[src/verilog/kbd_pkg.sv]
package kbd_pkg;

    typedef logic [7:0] scan_code_t;

    // One keyboard event as it sits in the queue
    typedef struct packed {
        logic       released;
        scan_code_t code;
    } key_event_t;

    // Receiver FSM states
    typedef enum logic [1:0] {
        IDLE,
        DATA,
        PARITY,
        STOP
    } ps2_state_t;

    // Prefix sent before the code of a released key
    localparam scan_code_t BREAK_CODE = 8'hF0;

endpackage

[src/verilog/key_event_fifo.sv]
`timescale 1ns/1ns

module key_event_fifo import kbd_pkg::*; #(
    // Must be a power of two
    parameter int KEY_DEPTH = 8
) (
    input  logic       CLOCK_50,
    input  logic       KEY0,
    input  logic       push,
    input  key_event_t push_event,
    input  logic       pop,
    output key_event_t head,
    output logic       empty
);

    localparam int AW = $clog2(KEY_DEPTH);

    key_event_t mem [KEY_DEPTH];

    // Extra pointer bit tells full from empty
    logic [AW:0] wr_ptr;
    logic [AW:0] rd_ptr;
    logic [AW:0] count;
    logic        full;

    assign count = wr_ptr - rd_ptr;
    assign full  = (count == (AW + 1)'(KEY_DEPTH));
    assign empty = (count == '0);
    assign head  = mem[rd_ptr[AW-1:0]];

    always_ff @(posedge CLOCK_50) begin
        if (push && !full) begin
            mem[wr_ptr[AW-1:0]] <= push_event;
        end
    end

    // Events arriving while full are lost
    always_ff @(posedge CLOCK_50 or negedge KEY0) begin
        if (!KEY0) begin
            wr_ptr <= '0;
            rd_ptr <= '0;
        end else begin
            if (push && !full) begin
                wr_ptr <= wr_ptr + 1'b1;
            end
            if (pop && !empty) begin
                rd_ptr <= rd_ptr + 1'b1;
            end
        end
    end

    assert property (@(posedge CLOCK_50) disable iff (!KEY0) count <= (AW + 1)'(KEY_DEPTH))
        else $error("key_event_fifo: occupancy above KEY_DEPTH");

endmodule

[config.mk]
export PLATFORM = sky130hd
export DESIGN_NAME = key_event_fifo
export DESIGN_NICKNAME = d
export VERILOG_FILES = /design/src/verilog/kbd_pkg.sv /design/src/verilog/key_event_fifo.sv
export SDC_FILE = /design/constraint.sdc
export NUM_CORES = 1
export LEC_CHECK = 0
export BUFFER_PORTS_ARGS = -buffer_cell sky130_fd_sc_hd__buf_2
export CAP_MARGIN = 20
export CORE_MARGIN = 8
export CORE_UTILIZATION = 40
export CTS_CLUSTER_SIZE = 8
export DETAILED_ROUTE_END_ITERATION = 12
export SYNTH_ARGS = -nofsm -noshare
export SYNTH_HDL_FRONTEND = slang
export SYNTH_SLANG_ARGS = --single-unit
[constraint.sdc]
create_clock -name CLOCK_50 -period 8.96 [get_ports CLOCK_50]
set_input_delay 0.896 -clock CLOCK_50 [delete_from_list [all_inputs] [get_ports CLOCK_50]]
set_output_delay 0.896 -clock CLOCK_50 [all_outputs]
set_load 0.1 [all_outputs]
==> impl_metrics.toml <==
[outcome]
status = "finished clean"

[finish]
syn2layout_area_growth_pct = 14.5
final_util_pct = 46.6
fin_nets = 232
layout_commonest_cell = "edfxtp_1"
instances_no_fill = 323
multiInputGateArea_sq_um = 922
final_cell_mix = "72 x edfxtp_1, 30 x nand2_1, 22 x buf_2, 18 x mux4_2, 9 x clkbuf_8"
nFillCells = 710
final-seq-area_sq_um = 2360
antenna_cells = 0
drive_gt1_share_pct = 34.9

[critical_path]
worstSetupPathType = "reg -> out"
cp_slowest_cell = "dfrtp_1"
r2r_cells = 7
slowest_delay_ps = 640
reg2reg_from = "rd_ptr[2]"
startpoint = "rd_ptr[2]"
start_kind = "flip-flop"
end_kind = "output port"
timing.rr.end = "mem[0][5]"
cp.arrival_ps = 2960
cp.required_ps = 8060
cp-endpoint = "empty"
worst-path-max-fanout = 12
r2r_slack_ps = 5450
critical_path.cell_chain = "clkinv_1 -> ha_1 -> a21oi_1 -> o21ai_4 -> xor2_2 -> nor2_1 -> buf_2"

[clocking]
cts_hold_buf = 0
cts_tree = "yes"
numCtsBuffers = 9
htree_levels = 3
post_cts_buffers = 0
root_buffer = "clkbuf_8"
cts_max_path_buffers = 2
clk_pin_slew_ps = 80
cts.sinks = 80
cts_resized = 0
clk_latency_ps = 350

[global_route]
grt_max_degree = 23
grt_pass1_vias = 1727
track_usage_pct = 11.4
grt_pass1_wl_mm = 9.62
grt-ovfl-total = 0
grt_antenna_before_repair = 0

[drt]
drt-total-wl_mm = 6.24
wl_per_cell_microns = 19.3
drc = 0
via_per_inst = 5.10
num_vias = 1646
drt_iter0_drc = 120
first_pass_iters = 4
drtAntennaViolNets = 0

[timing]
setup_viol = 0
clock_skew_ps = 8.45
rsz0062_at_grt = "no"
final_hold_viol_count = 0
slew_headroom_pct = 29.5
fmax_ghz = 0.260
maxSlewViolCount = 0
fin_tns_setup_ps = 0
min_period_ps = 3850
worst_pin_slew_ps = 1050
whs_ps = 389
fin_crit_sh_pct = 43.0

[yosys]
ys_seq_elements = 80
synthesis.nets = 198
seq_area_frac_synth_pct = 71.7
avgSynthCellArea_sq_um = 18.3
synth_cell_types = 29
yosys_warnings = 0
syn_inst = 180
synth_area_sq_um = 3300

[placement]
portBuffers = 22
globalplace.congestion = 0.725
place_inst = 308
place_hpwl_mm = 4.32

[floorplanning]
die_width_microns = 107
start_util_pct = 40.7
io_pins = 23
die-area_sq_um = 11400
num_rows = 33
coreArea_sq_um = 8090
die_h_microns = 107

[flow_run]
maxCapViolations = 0

[min_path]
hold_path.class = "in -> async"
## logic make-up after synthesis
logic type                 count (synthesis)  share of synthesized area [%]
adders and majority gates                  5                           1.90
AOI/OAI and AO/OA                          9                           2.28
muxes                                     20                           13.2
DFF                                       80                           71.7
xor gates and xnor gates                  10                           3.34
and+or+nand+nor                           47                           6.49
buffers and inverters                      9                           1.10
## routing by layer
metal	GRT usage, %	vias to the layer above	share of wire (%)
met2	16.0	37	44
met4	6.33	0	1.6
met5	0	-	0
li1	-	771	-
met1	15.7	829	50
met3	3.00	9	4.2
## worst min path at each step
| stage | start | to | cells past startpoint |
|---|---|---|---|
| 6_report | KEY0 | rd_ptr[3] | 1 |
| 5_1_grt | KEY0 | rd_ptr[3] | 1 |
| 4_1_cts | KEY0 | rd_ptr[3] | 1 |
| 3_5_place_dp | wr_ptr[3] | wr_ptr[3] | 1 |
| 3_3_place_gp | wr_ptr[3] | wr_ptr[3] | 1 |
| 2_1_floorplan | rd_ptr[3] | rd_ptr[3] | 1 |
## area by class of cell
cell class	count	area share [%]
clock buffers	9	3.28
clock inverters	6	1.59
inverters	3	0.298
multi-input cells	91	24.4
flip-flops and latches	80	62.6
well taps	105	3.48
repair buffers	29	4.31
## flip-flops by register name (all words and copies together), names as in the netlist
| register | count |
|---|---|
| mem | 72 |
| wr_ptr | 4 |
| rd_ptr | 4 |
## synth_stat cells
cell / instances / share of area, %
nand2_2: 1 / 0.19
nand4_1: 1 / 0.19
and3_1: 1 / 0.19
inv_1: 2 / 0.23
nor2_2: 1 / 0.19
edfxtp_1: 72 / 66
clkbuf_1: 4 / 0.46
nand2b_1: 1 / 0.19
mux4_2: 18 / 12
nand2_1: 30 / 3.4
xnor2_2: 2 / 0.99
xnor2_1: 7 / 1.9
dfrtp_1: 8 / 6.1
o21ai_2: 2 / 0.53
nor2_1: 2 / 0.23
mux2_4: 2 / 0.91
a211o_1: 1 / 0.27
clkinv_1: 1 / 0.11
nor3b_1: 1 / 0.23
nor3_1: 4 / 0.61
o21ai_4: 1 / 0.49
o211ai_1: 3 / 0.68
nand3_2: 1 / 0.30
o21ai_0: 1 / 0.15
ha_1: 5 / 1.9
buf_2: 2 / 0.30
a21oi_1: 1 / 0.15
nor4_1: 4 / 0.76
xor2_2: 1 / 0.49
## worst max-delay path: cells and delay by family, from the launching register on
family	cells	cell delay, ps
flops	1	640
xor+xnor	1	210
buf+inv	2	840
fa+ha+maj	1	440
simple gates	1	100
compound gates	2	370
## stage by stage
step	setup WS, ps	instance area (sq um)
after global placement	5510	3570
after detailed placement	5430	3590
after floorplan	5310	3300
final	5110	3770
after CTS	5070	3770
after global routing	4870	3770
Power is left out: the tool's default activity adds up to more than one toggle a clock period on the data nets, which glitch-free logic cannot reach.
