File: src/verilog/board_pkg.sv
package board_pkg;

    // Bus types
    typedef logic [15:0] addr_t;
    typedef logic [31:0] word_t;
    typedef logic [3:0]  irq_vec_t;

    // Interrupt vector codes
    localparam irq_vec_t IRQ_NONE  = 4'd0;
    localparam irq_vec_t IRQ_KEY   = 4'd1;
    localparam irq_vec_t IRQ_TIMER = 4'd2;

    // Address map with RAM spanning 4 * MEM_WORDS bytes from RAM_BASE
    localparam addr_t RAM_BASE   = 16'h0000;
    localparam addr_t UART_ADDR  = 16'h2000;
    localparam addr_t KEY_ADDR   = 16'h2004;
    localparam addr_t TIMER_ADDR = 16'h2008;

    // Top level defaults
    localparam int MEM_WORDS_DEF = 2048;
    localparam int TICK_DIV_DEF  = 50_000_000;
    localparam int KEY_DEPTH_DEF = 8;

endpackage

File: src/verilog/tick_timer.sv
`timescale 1ns/1ns

module tick_timer import board_pkg::*; #(
    parameter int TICK_DIV = TICK_DIV_DEF
) (
    input  logic  CLOCK_50,
    input  logic  KEY0,
    output logic  tick,
    output word_t tick_count,
    output logic  heartbeat
);

    localparam int CNT_W = $clog2(TICK_DIV);

    logic [CNT_W-1:0] div_cnt;

    // Divider wraps at TICK_DIV - 1 and fires tick on the wrap
    always_ff @(posedge CLOCK_50 or negedge KEY0) begin
        if (!KEY0) begin
            div_cnt <= '0;
            tick    <= 1'b0;
        end else begin
            tick <= 1'b0;
            if (div_cnt == CNT_W'(TICK_DIV - 1)) begin
                div_cnt <= '0;
                tick    <= 1'b1;
            end else begin
                div_cnt <= div_cnt + 1'b1;
            end
        end
    end

    always_ff @(posedge CLOCK_50 or negedge KEY0) begin
        if (!KEY0) begin
            tick_count <= '0;
            heartbeat  <= 1'b0;
        end else if (tick) begin
            tick_count <= tick_count + 32'd1;
            heartbeat  <= ~heartbeat;
        end
    end

endmodule

File: config.mk
export PLATFORM = sky130hd
export DESIGN_NAME = tick_timer
export DESIGN_NICKNAME = d
export VERILOG_FILES = /design/src/verilog/board_pkg.sv /design/src/verilog/tick_timer.sv
export SDC_FILE = /design/constraint.sdc
export NUM_CORES = 1
export LEC_CHECK = 0
export ABC_AREA = 1
export BUFFER_PORTS_ARGS = -buffer_cell sky130_fd_sc_hd__buf_2
export CAP_MARGIN = 20
export CORE_UTILIZATION = 55
export DETAILED_ROUTE_END_ITERATION = 12
export PLACE_DENSITY = 0.75
export SYNTH_ARGS = -nofsm -noshare
export SYNTH_HDL_FRONTEND = slang
export SYNTH_SLANG_ARGS = --single-unit
File: constraint.sdc
create_clock -name CLOCK_50 -period 4.3 [get_ports CLOCK_50]
set_input_delay 0.86 -clock CLOCK_50 [delete_from_list [all_inputs] [get_ports CLOCK_50]]
set_output_delay 0.86 -clock CLOCK_50 [all_outputs]
set_load 0.01 [all_outputs]
==> out/results.ini <==
[route]
num_vias = 2910
postRouteAntennaNets = 0
vias_per_cell = 5.114
wl_per_cell_um = 12.57
finalWirelength_um = 7153
drtIter0Drc = 138
drt_first_pass_iters = 5
drc = 0

[floorplan]
die-area_sq_um = 6467
rows = 28
die_w_um = 80.42
die_h_um = 80.42
coreArea_sq_um = 5921
initial_utilization_pct = 57.12
io_pins = 36

[setup_path]
cp_max_fo = 10
critical_path_buf_inv_count = 1
critPathKind = flip-flop to primary output
crit_chain = buf_2
worstRegToRegCells = 6
worstPathRequired_ns = 3.44
crit_cells = 1
timing.rr.end = div_cnt[25]$_DFF_PN0_
slowest_delay_ns = 0.61
crit_path_end_kind = primary output
reg2reg_slack_ns = 2.70
start_kind = flip-flop
critPathTopFamily = flip-flops
cpMaxStageDelayCell = dfrtp_1
crit_arrival_ns = 1.16
r2r-start = div_cnt[0]$_DFF_PN0_

[clock_tree]
cts_setup_buffers = 0
cts_resized = 0
h-tree-depth = 3
cts_inserted_buffers = 9
tritoncts = built
cts_root_buffer = clkbuf_8
max-clock-path-buffers = 2
insertion_delay_ns = 0.34
clock-sinks = 60
cts-hold-fix-buffers = 0
clk_pin_slew_worst_paths_ns = 0.06

[placement]
numPortBuffers = 35
placedInstanceArea_sq_um = 3636
finalWeightedCongestion = 0.8766
pre_cts_slack_ns = 2.454
hpwl_um = 5408

[timing]
hold-worst-slack_ns = 0.4658
skew_ns = 0.01119
setup_viol = 0
max_freq_mhz = 494.9
tightest_slew_ns = 0.6525
fin_crit_ns = 2.021
hold_viol = 0
timing.final.ws_setup_ns = 2.279
rsz0062_at_grt = no
max_slew_margin_pct = 56.50
slew_viol_final = 0
fin_crit_sh_pct = 46.99
fin_setup_tns_ns = 0

[power_and_ir_drop]
p_sw_share_pct = 21.32
seq_power_share_pct = 53.8
vdd_drop_max_uv = 250.3
pwr-share-comb_pct = 1.1
p_switching_uw = 223.6
powerDensity_nw_per_um2 = 275.4
clkPwrFrac_pct = 45.1
internal_power_uw = 824.9
power.leakage_nw = 1.886

[finish]
finalInstanceArea_sq_um = 3807
final_cell_mix = nand2_1, nor2_1, dfrtp_1
antenna_cells = 0
nets = 496
final_common_cell = nand2_1
area_growth_pct = 12.58
fill_cells = 508
drive_gt1_share_pct = 14.78

[global_route]
grt_usage_pct = 25.57
overflow = 0
grt_pass1_wl_um = 12370
grt_start_max_net_pins = 33
grt_pass1_vias = 2881
antenna_found_initial = 0

[synth]
syn_area_sq_um = 3382
ys_types = 21
synthesis.nets = 451
synth_cells = 446
ys_seq_area_share_pct = 44.40
ys_warn_count = 0
synth_seq_cells = 60
syn_avg_cell_area_sq_um = 7.583

[run]
drv_cap = 0

[hold_path]
holdPathStages = 1
min_path_type = flip-flop to flip-flop
worstHoldEndpoint = heartbeat$_DFFE_PN0P_
hold_path.startpoint = heartbeat$_DFFE_PN0P_

[run_status]
status = completed

[metal layers]
| metal | GRT usage (%) | up-vias | wire, um |
|---|---|---|---|
| met5 | 0 | - | 0 |
| met4 | 12.32 | 0 | 164 |
| met3 | 6.364 | 15 | 268 |
| met2 | 43.56 | 70 | 3617 |
| met1 | 29.86 | 1352 | 3103 |
| li1 | - | 1473 | - |
[sequential cells by signal, summed over array words and instances (netlist names)]
register	count
div_cnt	26
tick	1
tick_count	32
heartbeat	1
[Yosys cell counts (all sizes together)]
cell type,instances,area [sq um]
xor2,26,227.7
buf,2,22.52
or2,1,6.260
nor3,14,80.08
dfrtp,60,1501
inv,58,217.7
nand2,124,480.5
nand3,39,210.2
ha,3,37.54
nor2,95,416.7
o21ai,2,10.01
xnor2,11,96.34
nand4,11,75.07
[worst max path at each step]
stage                            endpoint  slack [ns]                       from
6_report                             tick        2.28             tick$_DFF_PN0_
5_1_grt                              tick        2.19             tick$_DFF_PN0_
4_1_cts                              tick        2.26             tick$_DFF_PN0_
3_5_place_dp        div_cnt[22]$_DFF_PN0_        2.45                       KEY0
3_3_place_gp        div_cnt[22]$_DFF_PN0_        2.48                       KEY0
2_1_floorplan  tick_count[20]$_DFFE_PN0P_        2.84  tick_count[0]$_DFFE_PN0P_
[power by group through the flow]
stage / clock (mW) / combinational [mW] / sequential [mW]
2_1_floorplan: 0 / 0.000000786 / 0.575
3_3_place_gp: 0 / 0.0124 / 0.575
3_5_place_dp: 0 / 0.0128 / 0.575
4_1_cts: 0.484 / 0.0127 / 0.564
5_1_grt: 0.504 / 0.0145 / 0.564
6_report: 0.472 / 0.0116 / 0.564
[stage by stage]
| step | total power [mW] | std cells | util, % |
|---|---|---|---|
| detailed placement | 0.5877 | 555 | 61.41 |
| floorplan | 0.5751 | 446 | - |
| CTS | 1.061 | 569 | 64.31 |
| global placement | 0.5874 | 555 | 61.41 |
| global route | 1.082 | 569 | 64.31 |
| finish | 1.049 | 569 | 64.31 |
[cells by family (layout without fill, tap and decap cells)]
group	after synthesis	count (layout)	synth area share [%]
fa+ha+maj	3	3	1.110
simple gates	284	284	37.51
buf+inv	60	108	7.103
compound gates	2	2	0.2960
flops	60	60	44.40
xor+xnor	37	37	9.582
[cell type report]
class | instances | area (sq um) | area share, %
clock buffers | 11 | 131.4 | 3.451
clock inverters | 3 | 40.04 | 1.052
inverters | 58 | 217.7 | 5.718
multi-input cells | 326 | 1640 | 43.08
flip-flops and latches | 60 | 1501 | 39.43
well taps | 75 | 93.84 | 2.465
repair buffers | 36 | 182.7 | 4.798
Note: power is estimated with default switching activity, not from simulation.
