$ cat config.mk
export PLATFORM = sky130hd
export DESIGN_NAME = ps2_receiver
export DESIGN_NICKNAME = d
export VERILOG_FILES = /design/src/verilog/kbd_pkg.sv /design/src/verilog/ps2_receiver.sv
export SDC_FILE = /design/constraint.sdc
export NUM_CORES = 1
export LEC_CHECK = 0
export BUFFER_PORTS_ARGS = -buffer_cell sky130_fd_sc_hd__buf_2
export CAP_MARGIN = 20
export CELL_PAD_IN_SITES_DETAIL_PLACEMENT = 1
export CELL_PAD_IN_SITES_GLOBAL_PLACEMENT = 1
export CORE_ASPECT_RATIO = 1.5
export CORE_MARGIN = 1.5
export CORE_UTILIZATION = 47
export CTS_CLUSTER_SIZE = 25
export DETAILED_ROUTE_END_ITERATION = 8
export PLACE_DENSITY_LB_ADDON = 0.15
export SYNTH_ARGS = -nofsm -noshare
export SYNTH_HDL_FRONTEND = slang
export SYNTH_SLANG_ARGS = --single-unit
$ cat constraint.sdc
create_clock -name CLOCK_50 -period 1.74 [get_ports CLOCK_50]
set_input_delay 0.087 -clock CLOCK_50 [delete_from_list [all_inputs] [get_ports CLOCK_50]]
set_output_delay 0.087 -clock CLOCK_50 [all_outputs]
set_load 0.005 [all_outputs]
$ cat src/verilog/kbd_pkg.sv
package kbd_pkg;

    typedef logic [7:0] scan_code_t;

    // One keyboard event as it sits in the queue
    typedef struct packed {
        logic       released;
        scan_code_t code;
    } key_event_t;

    // Receiver FSM states
    typedef enum logic [1:0] {
        IDLE,
        DATA,
        PARITY,
        STOP
    } ps2_state_t;

    // Prefix sent before the code of a released key
    localparam scan_code_t BREAK_CODE = 8'hF0;

endpackage

$ cat src/verilog/ps2_receiver.sv
`timescale 1ns/1ns

module ps2_receiver import kbd_pkg::*; (
    input  logic       CLOCK_50,
    input  logic       KEY0,
    input  logic       ps2_clk,
    input  logic       ps2_dat,
    output key_event_t key_event,
    output logic       key_valid,
    output logic       key_make
);

    logic [1:0] clk_sync;
    logic [1:0] dat_sync;
    logic       clk_prev;
    logic       clk_fall;
    logic       dat_bit;

    ps2_state_t state;
    logic [2:0] bit_cnt;
    scan_code_t shift_reg;
    logic       parity_ok;
    logic       break_seen;

    // Both PS/2 lines idle high
    always_ff @(posedge CLOCK_50 or negedge KEY0) begin
        if (!KEY0) begin
            clk_sync <= 2'b11;
            dat_sync <= 2'b11;
            clk_prev <= 1'b1;
        end else begin
            clk_sync <= {clk_sync[0], ps2_clk};
            dat_sync <= {dat_sync[0], ps2_dat};
            clk_prev <= clk_sync[1];
        end
    end

    assign clk_fall = clk_prev & ~clk_sync[1];
    assign dat_bit  = dat_sync[1];

    always_ff @(posedge CLOCK_50 or negedge KEY0) begin
        if (!KEY0) begin
            state      <= IDLE;
            bit_cnt    <= '0;
            shift_reg  <= '0;
            parity_ok  <= 1'b0;
            break_seen <= 1'b0;
            key_event  <= '0;
            key_valid  <= 1'b0;
            key_make   <= 1'b0;
        end else begin
            key_valid <= 1'b0;
            key_make  <= 1'b0;
            if (clk_fall) begin
                case (state)
                    IDLE: begin
                        // Wait for a low start bit
                        if (!dat_bit) begin
                            state   <= DATA;
                            bit_cnt <= '0;
                        end
                    end
                    DATA: begin
                        // LSB arrives first
                        shift_reg <= {dat_bit, shift_reg[7:1]};
                        bit_cnt   <= bit_cnt + 3'd1;
                        if (bit_cnt == 3'd7) begin
                            state <= PARITY;
                        end
                    end
                    PARITY: begin
                        // Odd parity over data plus parity bit
                        parity_ok <= ^{dat_bit, shift_reg};
                        state     <= STOP;
                    end
                    STOP: begin
                        state <= IDLE;
                        if (dat_bit && parity_ok) begin
                            if (shift_reg == BREAK_CODE) begin
                                break_seen <= 1'b1;
                            end else begin
                                key_event.released <= break_seen;
                                key_event.code     <= shift_reg;
                                key_valid          <= 1'b1;
                                key_make           <= !break_seen;
                                break_seen         <= 1'b0;
                            end
                        end else begin
                            // Bad frame also forgets a pending break
                            break_seen <= 1'b0;
                        end
                    end
                    default: state <= IDLE;
                endcase
            end
        end
    end

    // A whole frame lies between two events
    assert property (@(posedge CLOCK_50) disable iff (!KEY0) key_valid |=> !key_valid)
        else $error("ps2_receiver: key_valid high in two consecutive cycles");

endmodule

==> metrics, run 1 <==
Syn Nets=approximately 100; largest net degree at the start of global routing=32; Post-Synthesis Cells=90; Leakage=0.000839 uW; Multi-input gate area=between 500 and 600 um^2; Final HPWL DP=around 1.8 mm; Tcrit/Tclk final=92.6%; hold_buf cts=3; global-route wire length before repair=4.02 mm; Initial Utilization=about 50%; yosys warns=0; max reg flops=9; Worst Path Required=~1.9 ns; Netlist cell types=25; clk_skew=0.00403 ns; # port buffers=14; Worst setup EP type=register; total clock sinks=31; worst hold slack=0.355 ns; worst min-delay path class=register to register; Setup TNS=0 ns; Worst R2R Start=shift_reg[3]$_DFFE_PN0P_; First DRT Iteration DRCs=2; worst reg2reg path endpoint=parity_ok$_DFFE_PN0P_; antenna violations before repair=0; # DRC=0; critical path type=register to register; post-CTS setup buffer count=0; Max-Cap Viols=0; Peak Freq=0.621 GHz; post-synth top area cell=dfrtp_1; hold depth=0; Root Driver=clkbuf_8; post-DR vias/cell=5.04; #FFs+latches synth=31; post-synth top area share=a little under half; crit start category=register; minimum clock period=about 1.6 ns; vias in the first global route=860; Setup Viol. Count Final=0; vias=approximately 770; Die Ht=between 60 and 70 um; Max Slew Vio Count=0; # nets final=roughly 130; largest cells by area after synthesis=dfrtp_1 47%, dfstp_2 9.5%, ha_1 9.1%; Core Area=around 2700 um^2; outcome=finished clean; post_cts resized=0; hold endpoint=clk_sync[1]$_DFF_PN1_; Worst Reg-to-Reg Cells=5; FF-to-FF setup slack=around 0.13 ns; Sequential Area=between 700 and 800 um^2; CTS Buffer Depth=2; die area=around 3300 um^2; CTS tree=yes; post-route ant nets=0; Worst EP arrival=1.77 ns; Critical path origin=shift_reg[3]$_DFFE_PN0P_; Die W=between 40 and 50 um; hold_sp=clk_sync[0]$_DFF_PN1_; slew margin rel.=a little under three fifths; area grow syn2layout=17.6%; Seq/Total Area, Yosys=between 50% and 60%; Antenna Cells=0; maximum vdd drop=about 0.00067 V; Clk Latency, worst-skew pair=approximately 0.28 ns; final WL=2.30 mm; endpoints failing hold=0; cts bufs inserted=5; filler cell count in the final layout=roughly 270; PwrDens=1440 nW/um^2; WL per Instance=roughly 15 um; Overall Global Routing Usage=18.2%; Clock transition at path regs=~0.06 ns; row count=23; Syn Std Cell Area=approximately 1400 um^2; slew at the pin closest to its max-slew limit=0.668 ns; # IOs=15; H-tree depth=2; syn avg cell area=15.3 um^2; First-pass DRT Iterations=2; CP max FO=3; gpl congestion=~0.75; layout cells sized above 1=between 40% and 50%; RSZ-0062 raised after global routing=no; GRT overflow=0
[cells by family (layout without fill, tap and decap cells)]
logic type / count (synthesis) / count (layout) / synth area share [%]
buf+inv: 7 / 33 / 2.45
xor+xnor: 3 / 3 / 2.91
flops: 31 / 31 / 56.8
compound gates: 4 / 4 / 2.36
simple gates: 14 / 14 / 7.45
mux: 21 / 21 / 19.0
fa+ha+maj: 10 / 10 / 9.08
[cells in the mapped netlist (all sizes together)]
cell	count
xnor3	1
nor3b	1
xor2	1
nand2	5
nor2b	1
nor2	1
ha	10
xnor2	1
buf	1
dfstp	5
o31ai	1
nand3	1
nand2b	1
and2b	1
o211ai	1
mux2i	4
nand3b	1
nand4	1
mux2	17
dfrtp	26
and3	1
inv	6
a22o	2
[worst max-delay path, cell delays in order (launching register included)]
cell and delay (ns):
dfrtp_1 0.36, inv_1 0.06, ha_1 0.27, xnor3_1 0.39
xnor2_1 0.14, mux2_2 0.27
[report_power, final]
part,internal [uW],switching [uW]
combinational,440,333
sequential,904,130
clock,283,237
[through the flow]
stage               total power [uW]  util [%]  instance area [um^2]  cells  setup WS [ns]
floorplan                       1610         -                  1380     90          0.225
detailed placement              1840      55.2                  1510    142          0.117
CTS                             2390      59.3                  1620    153          0.109
global route                    2510      59.3                  1620    153         0.0358
global placement                1780      55.2                  1510    142          0.172
finish                          2330      59.3                  1620    153          0.129
[cell usage in the layout (no fill, tap or decap), drive strengths merged]
| master | instances |
|---|---|
| dfstp | 5 |
| nand4 | 1 |
| o211ai | 1 |
| nand2b | 1 |
| nor3b | 1 |
| buf | 16 |
| dfrtp | 26 |
| nand3 | 1 |
| xnor2 | 1 |
| ha | 10 |
| clkbuf | 8 |
| and2b | 1 |
| inv | 6 |
| and3 | 1 |
| a22o | 2 |
| nand2 | 5 |
| nand3b | 1 |
| nor2 | 1 |
| o31ai | 1 |
| mux2 | 17 |
| xnor3 | 1 |
| dlygate4sd3 | 3 |
| mux2i | 4 |
| xor2 | 1 |
| nor2b | 1 |
[worst max path at each step]
stage                          endpoint  slack (ns)  depth (start not counted)
2_1_floorplan     parity_ok$_DFFE_PN0P_        0.22                          5
3_3_place_gp      parity_ok$_DFFE_PN0P_        0.17                          5
6_report          parity_ok$_DFFE_PN0P_        0.13                          5
5_1_grt        key_event[3]$_DFFE_PN0P_        0.04                          6
4_1_cts        key_event[3]$_DFFE_PN0P_        0.11                          6
3_5_place_dp      parity_ok$_DFFE_PN0P_        0.12                          5
[routing by layer]
layer | global-route usage (%) | up-vias | wire [um]
li1 | - | 357 | -
met4 | 11.1 | 0 | 76
met2 | 29.4 | 15 | 1290
met5 | 0 | - | 0
met1 | 18.5 | 391 | 844
met3 | 7.03 | 8 | 89
[cell type report]
cell class | count | area share, %
timing repair buffer | 19 | 7.88
sequential | 31 | 48.3
multi-input combinational | 52 | 34.7
inverter | 6 | 1.39
tap | 37 | 2.86
clock buffer | 8 | 4.94
Power figures use the tool's default switching activity.
==> run 2: changes to the inputs <==
--- a/config.mk
+++ b/config.mk
@@ -5,16 +5,18 @@
 export SDC_FILE = /design/constraint.sdc
 export NUM_CORES = 1
 export LEC_CHECK = 0
+export ABC_AREA = 1
 export BUFFER_PORTS_ARGS = -buffer_cell sky130_fd_sc_hd__buf_2
 export CAP_MARGIN = 20
 export CELL_PAD_IN_SITES_DETAIL_PLACEMENT = 1
 export CELL_PAD_IN_SITES_GLOBAL_PLACEMENT = 1
 export CORE_ASPECT_RATIO = 1.5
 export CORE_MARGIN = 1.5
-export CORE_UTILIZATION = 47
+export CORE_UTILIZATION = 44
 export CTS_CLUSTER_SIZE = 25
 export DETAILED_ROUTE_END_ITERATION = 8
 export PLACE_DENSITY_LB_ADDON = 0.15
+export SETUP_SLACK_MARGIN = 0.4
 export SYNTH_ARGS = -nofsm -noshare
 export SYNTH_HDL_FRONTEND = slang
 export SYNTH_SLANG_ARGS = --single-unit
==> metrics, run 2 <==
Syn Nets=152 (was 104); Netlist cell types=16 (was 25); largest cells by area after synthesis=dfrtp_1 48%, nand2_1 10%, dfstp_2 9.7% (was dfrtp_1 47%, dfstp_2 9.5%, ha_1 9.1%); # IOs=15 (unchanged); Final WS setup=0.385 ns (was 0.129 ns); total clock sinks=31 (unchanged); critical path cell sequence=inv_1 > ha_2 > a21oi_4 > o21ai_2 > nand2_1 > o21ai_0 (was inv_1 > ha_1 > xnor3_1 > xnor2_1 > mux2_2); CP max FO=4 (was 3); antenna violations before repair=0 (unchanged); Clock transition at path regs=0.06 ns (about the same); Max-Cap Viols=0 (unchanged); Post-synth EDFFs=0 (unchanged); post-synth top area cell=dfrtp_1 (unchanged); H-tree depth=2 (unchanged); minimum clock period=1.35 ns (was 1.61 ns); endpoints failing hold=0 (unchanged); final WL=3.17 mm (was 2.30 mm); most frequent cells in the layout=34 x nand2_1, 26 x dfrtp_1, 16 x buf_4 (was 26 x dfrtp_1, 14 x buf_2, 10 x ha_1); clk_skew=0.00790 ns (was 0.00403 ns); area grow syn2layout=32.3% (was 17.6%); RSZ-0062 raised after global routing=yes (was no); post-synth top area share=47.8% (was 47.2%); Die Ht=71.1 um (was 69.3 um); Overall Global Routing Usage=19.1% (was 18.2%); post-DR vias/cell=4.86 (was 5.04); # DRC=0 (unchanged); First-pass DRT Iterations=4 (was 2); Initial Utilization=46.7% (was 50.4%); First DRT Iteration DRCs=27 (was 2); layout cells sized above 1=42.1% (was 40.5%); slowest stage cell, crit path=dfrtp_1 (was xnor3_1); #FFs+latches synth=31 (unchanged); Setup Viol. Count Final=0 (unchanged); Antenna Cells=0 (unchanged); Leakage=0.000918 uW (was 0.000839 uW); worst min-delay path class=register to register (unchanged); Seq/Total Area, Yosys=57.4% (was 56.8%); Final HPWL DP=1.95 mm (was 1.78 mm); # nets final=191 (was 129); Root Driver=clkbuf_8 (unchanged); pre-CTS setup slack=0.200 ns (was 0.117 ns); row count=24 (was 23); most frequent cell after synthesis=nand2_1 (was dfrtp_1); Tcrit/Tclk final=77.9% (was 92.6%); async set or reset register ratio after synthesis=100% (unchanged); vias in the first global route=1126 (was 860); critical path type=register to register (unchanged); global-route wire length before repair=4.92 mm (was 4.02 mm); vias=1054 (was 771); Peak Freq=0.738 GHz (was 0.621 GHz); crit start category=register (unchanged); slew at the pin closest to its max-slew limit=0.680 ns (was 0.668 ns); CTS Buffer Depth=2 (unchanged); Worst EP arrival=1.50 ns (was 1.77 ns); syn avg cell area=9.86 um^2 (was 15.3 um^2); largest net degree at the start of global routing=32 (unchanged); outcome=finished clean (unchanged); maximum vdd drop=0.000742 V (was 0.000673 V); Clk Latency, worst-skew pair=0.29 ns (was 0.28 ns); Syn Std Cell Area=1360 um^2 (was 1380 um^2); gpl congestion=0.724 (was 0.748); Finished Cell Area=1800 um^2 (was 1620 um^2); slew margin rel.=54.6% (was 55.4%); cts bufs inserted=5 (unchanged); DP Area=1480 um^2 (was 1510 um^2); Non-Filler Instances=217 (was 153); Die W=48.4 um (was 47.2 um); Max Slew Vio Count=0 (unchanged); # port buffers=14 (unchanged); yosys warns=0 (unchanged); most common cell after layout, fill and taps aside=nand2_1 (was dfrtp_1); WL per Instance=14.6 um (was 15.1 um); CTS tree=yes (unchanged); Main synth FF type=dfrtp_1 (unchanged); total power=2450 uW (was 2330 uW); critical path's largest stage delay=0.40 ns (was 0.39 ns); dpl cells=191 (was 142); Worst Path Required=1.89 ns (was 1.90 ns); Worst setup EP type=register (unchanged); max reg flops=9 (unchanged); Post-Synthesis Cells=138 (was 90); Setup TNS=0 ns (unchanged); die area=3440 um^2 (was 3270 um^2); PwrDens=1360 nW/um^2 (was 1440 nW/um^2); GRT overflow=0 (unchanged); post-route ant nets=0 (unchanged); Core Area=2910 um^2 (was 2730 um^2); commonest cells in the synthesized netlist=38 x nand2_1, 26 x dfrtp_1, 21 x inv_1, 13 x o21ai_0, 10 x ha_1 (was 26 x dfrtp_1, 10 x ha_1, 9 x mux2_2, 8 x mux2_4, 6 x inv_1)
==> run 2: what timing repair did <==
item                       in CTS  in global routing
pin swaps                       3                  8
gates resized for setup        12                 20
hold endpoints to repair       28                  0
setup buffers                   4                 11
setup endpoints to repair      14                 15
hold buffers                    3                  0
==> run 2: area by class of cell <==
class	instances	area, um^2
clock inverter	1	5.00
tap	39	48.8
fill	351	1110
timing repair buffer	34	231
inverter	21	78.8
sequential	31	782
clock buffer	7	86.3
multi-input combinational	84	568
==> run 2: through the flow <==
stage                     hold WS [ns]  utilization (%)
after floorplan                 -0.209                -
after global placement           0.162             50.8
after detailed placement         0.166             50.8
after CTS                        0.358             56.6
after global routing             0.366             61.8
final                            0.358             61.8
==> run 2: power breakdown <==
group | internal, uW | switching, uW
registers | 873 | 117
clock network | 318 | 260
logic | 378 | 505
==> run 2: cells by family after synthesis <==
group	after synthesis	share of synthesized area, %
simple gates	50	14.9
flops	31	57.4
compound gates	23	10.8
buf+inv	23	6.99
fa+ha+maj	10	9.19
xor+xnor	1	0.643
==> run 2: final timing paths <==
path	startpoint	slack, ns	to	cells after the start
max	state[0]$_DFFE_PN0P_	0.39	state[0]$_DFFE_PN0P_	6
max reg2reg	state[0]$_DFFE_PN0P_	0.39	state[0]$_DFFE_PN0P_	6
min in group asynchronous	KEY0	0.38	key_event[7]$_DFFE_PN0P_	2
min	dat_sync[0]$_DFF_PN1_	0.36	dat_sync[1]$_DFF_PN1_	0
min reg2reg	dat_sync[0]$_DFF_PN1_	0.36	dat_sync[1]$_DFF_PN1_	0
max in group asynchronous	KEY0	0.92	shift_reg[0]$_DFFE_PN0P_	2
==> run 2: critical path: cells and delay by family (launching register included) <==
kind                       cells  cell delay [ns]
buffers and inverters          1             0.09
and+or+nand+nor                1             0.09
DFF                            1             0.40
AOI/OAI and AO/OA              3             0.41
adders and majority gates      1             0.22
==> run 2: layer usage <==
| metal | vias to the layer above | track usage [%] | routed length [um] |
|---|---|---|---|
| li1 | 507 | - | - |
| met1 | 522 | 18.8 | 1200 |
| met2 | 15 | 36.3 | 1780 |
| met3 | 10 | 4.43 | 83 |
| met4 | 0 | 10.5 | 116 |
| met5 | - | 0 | 0 |
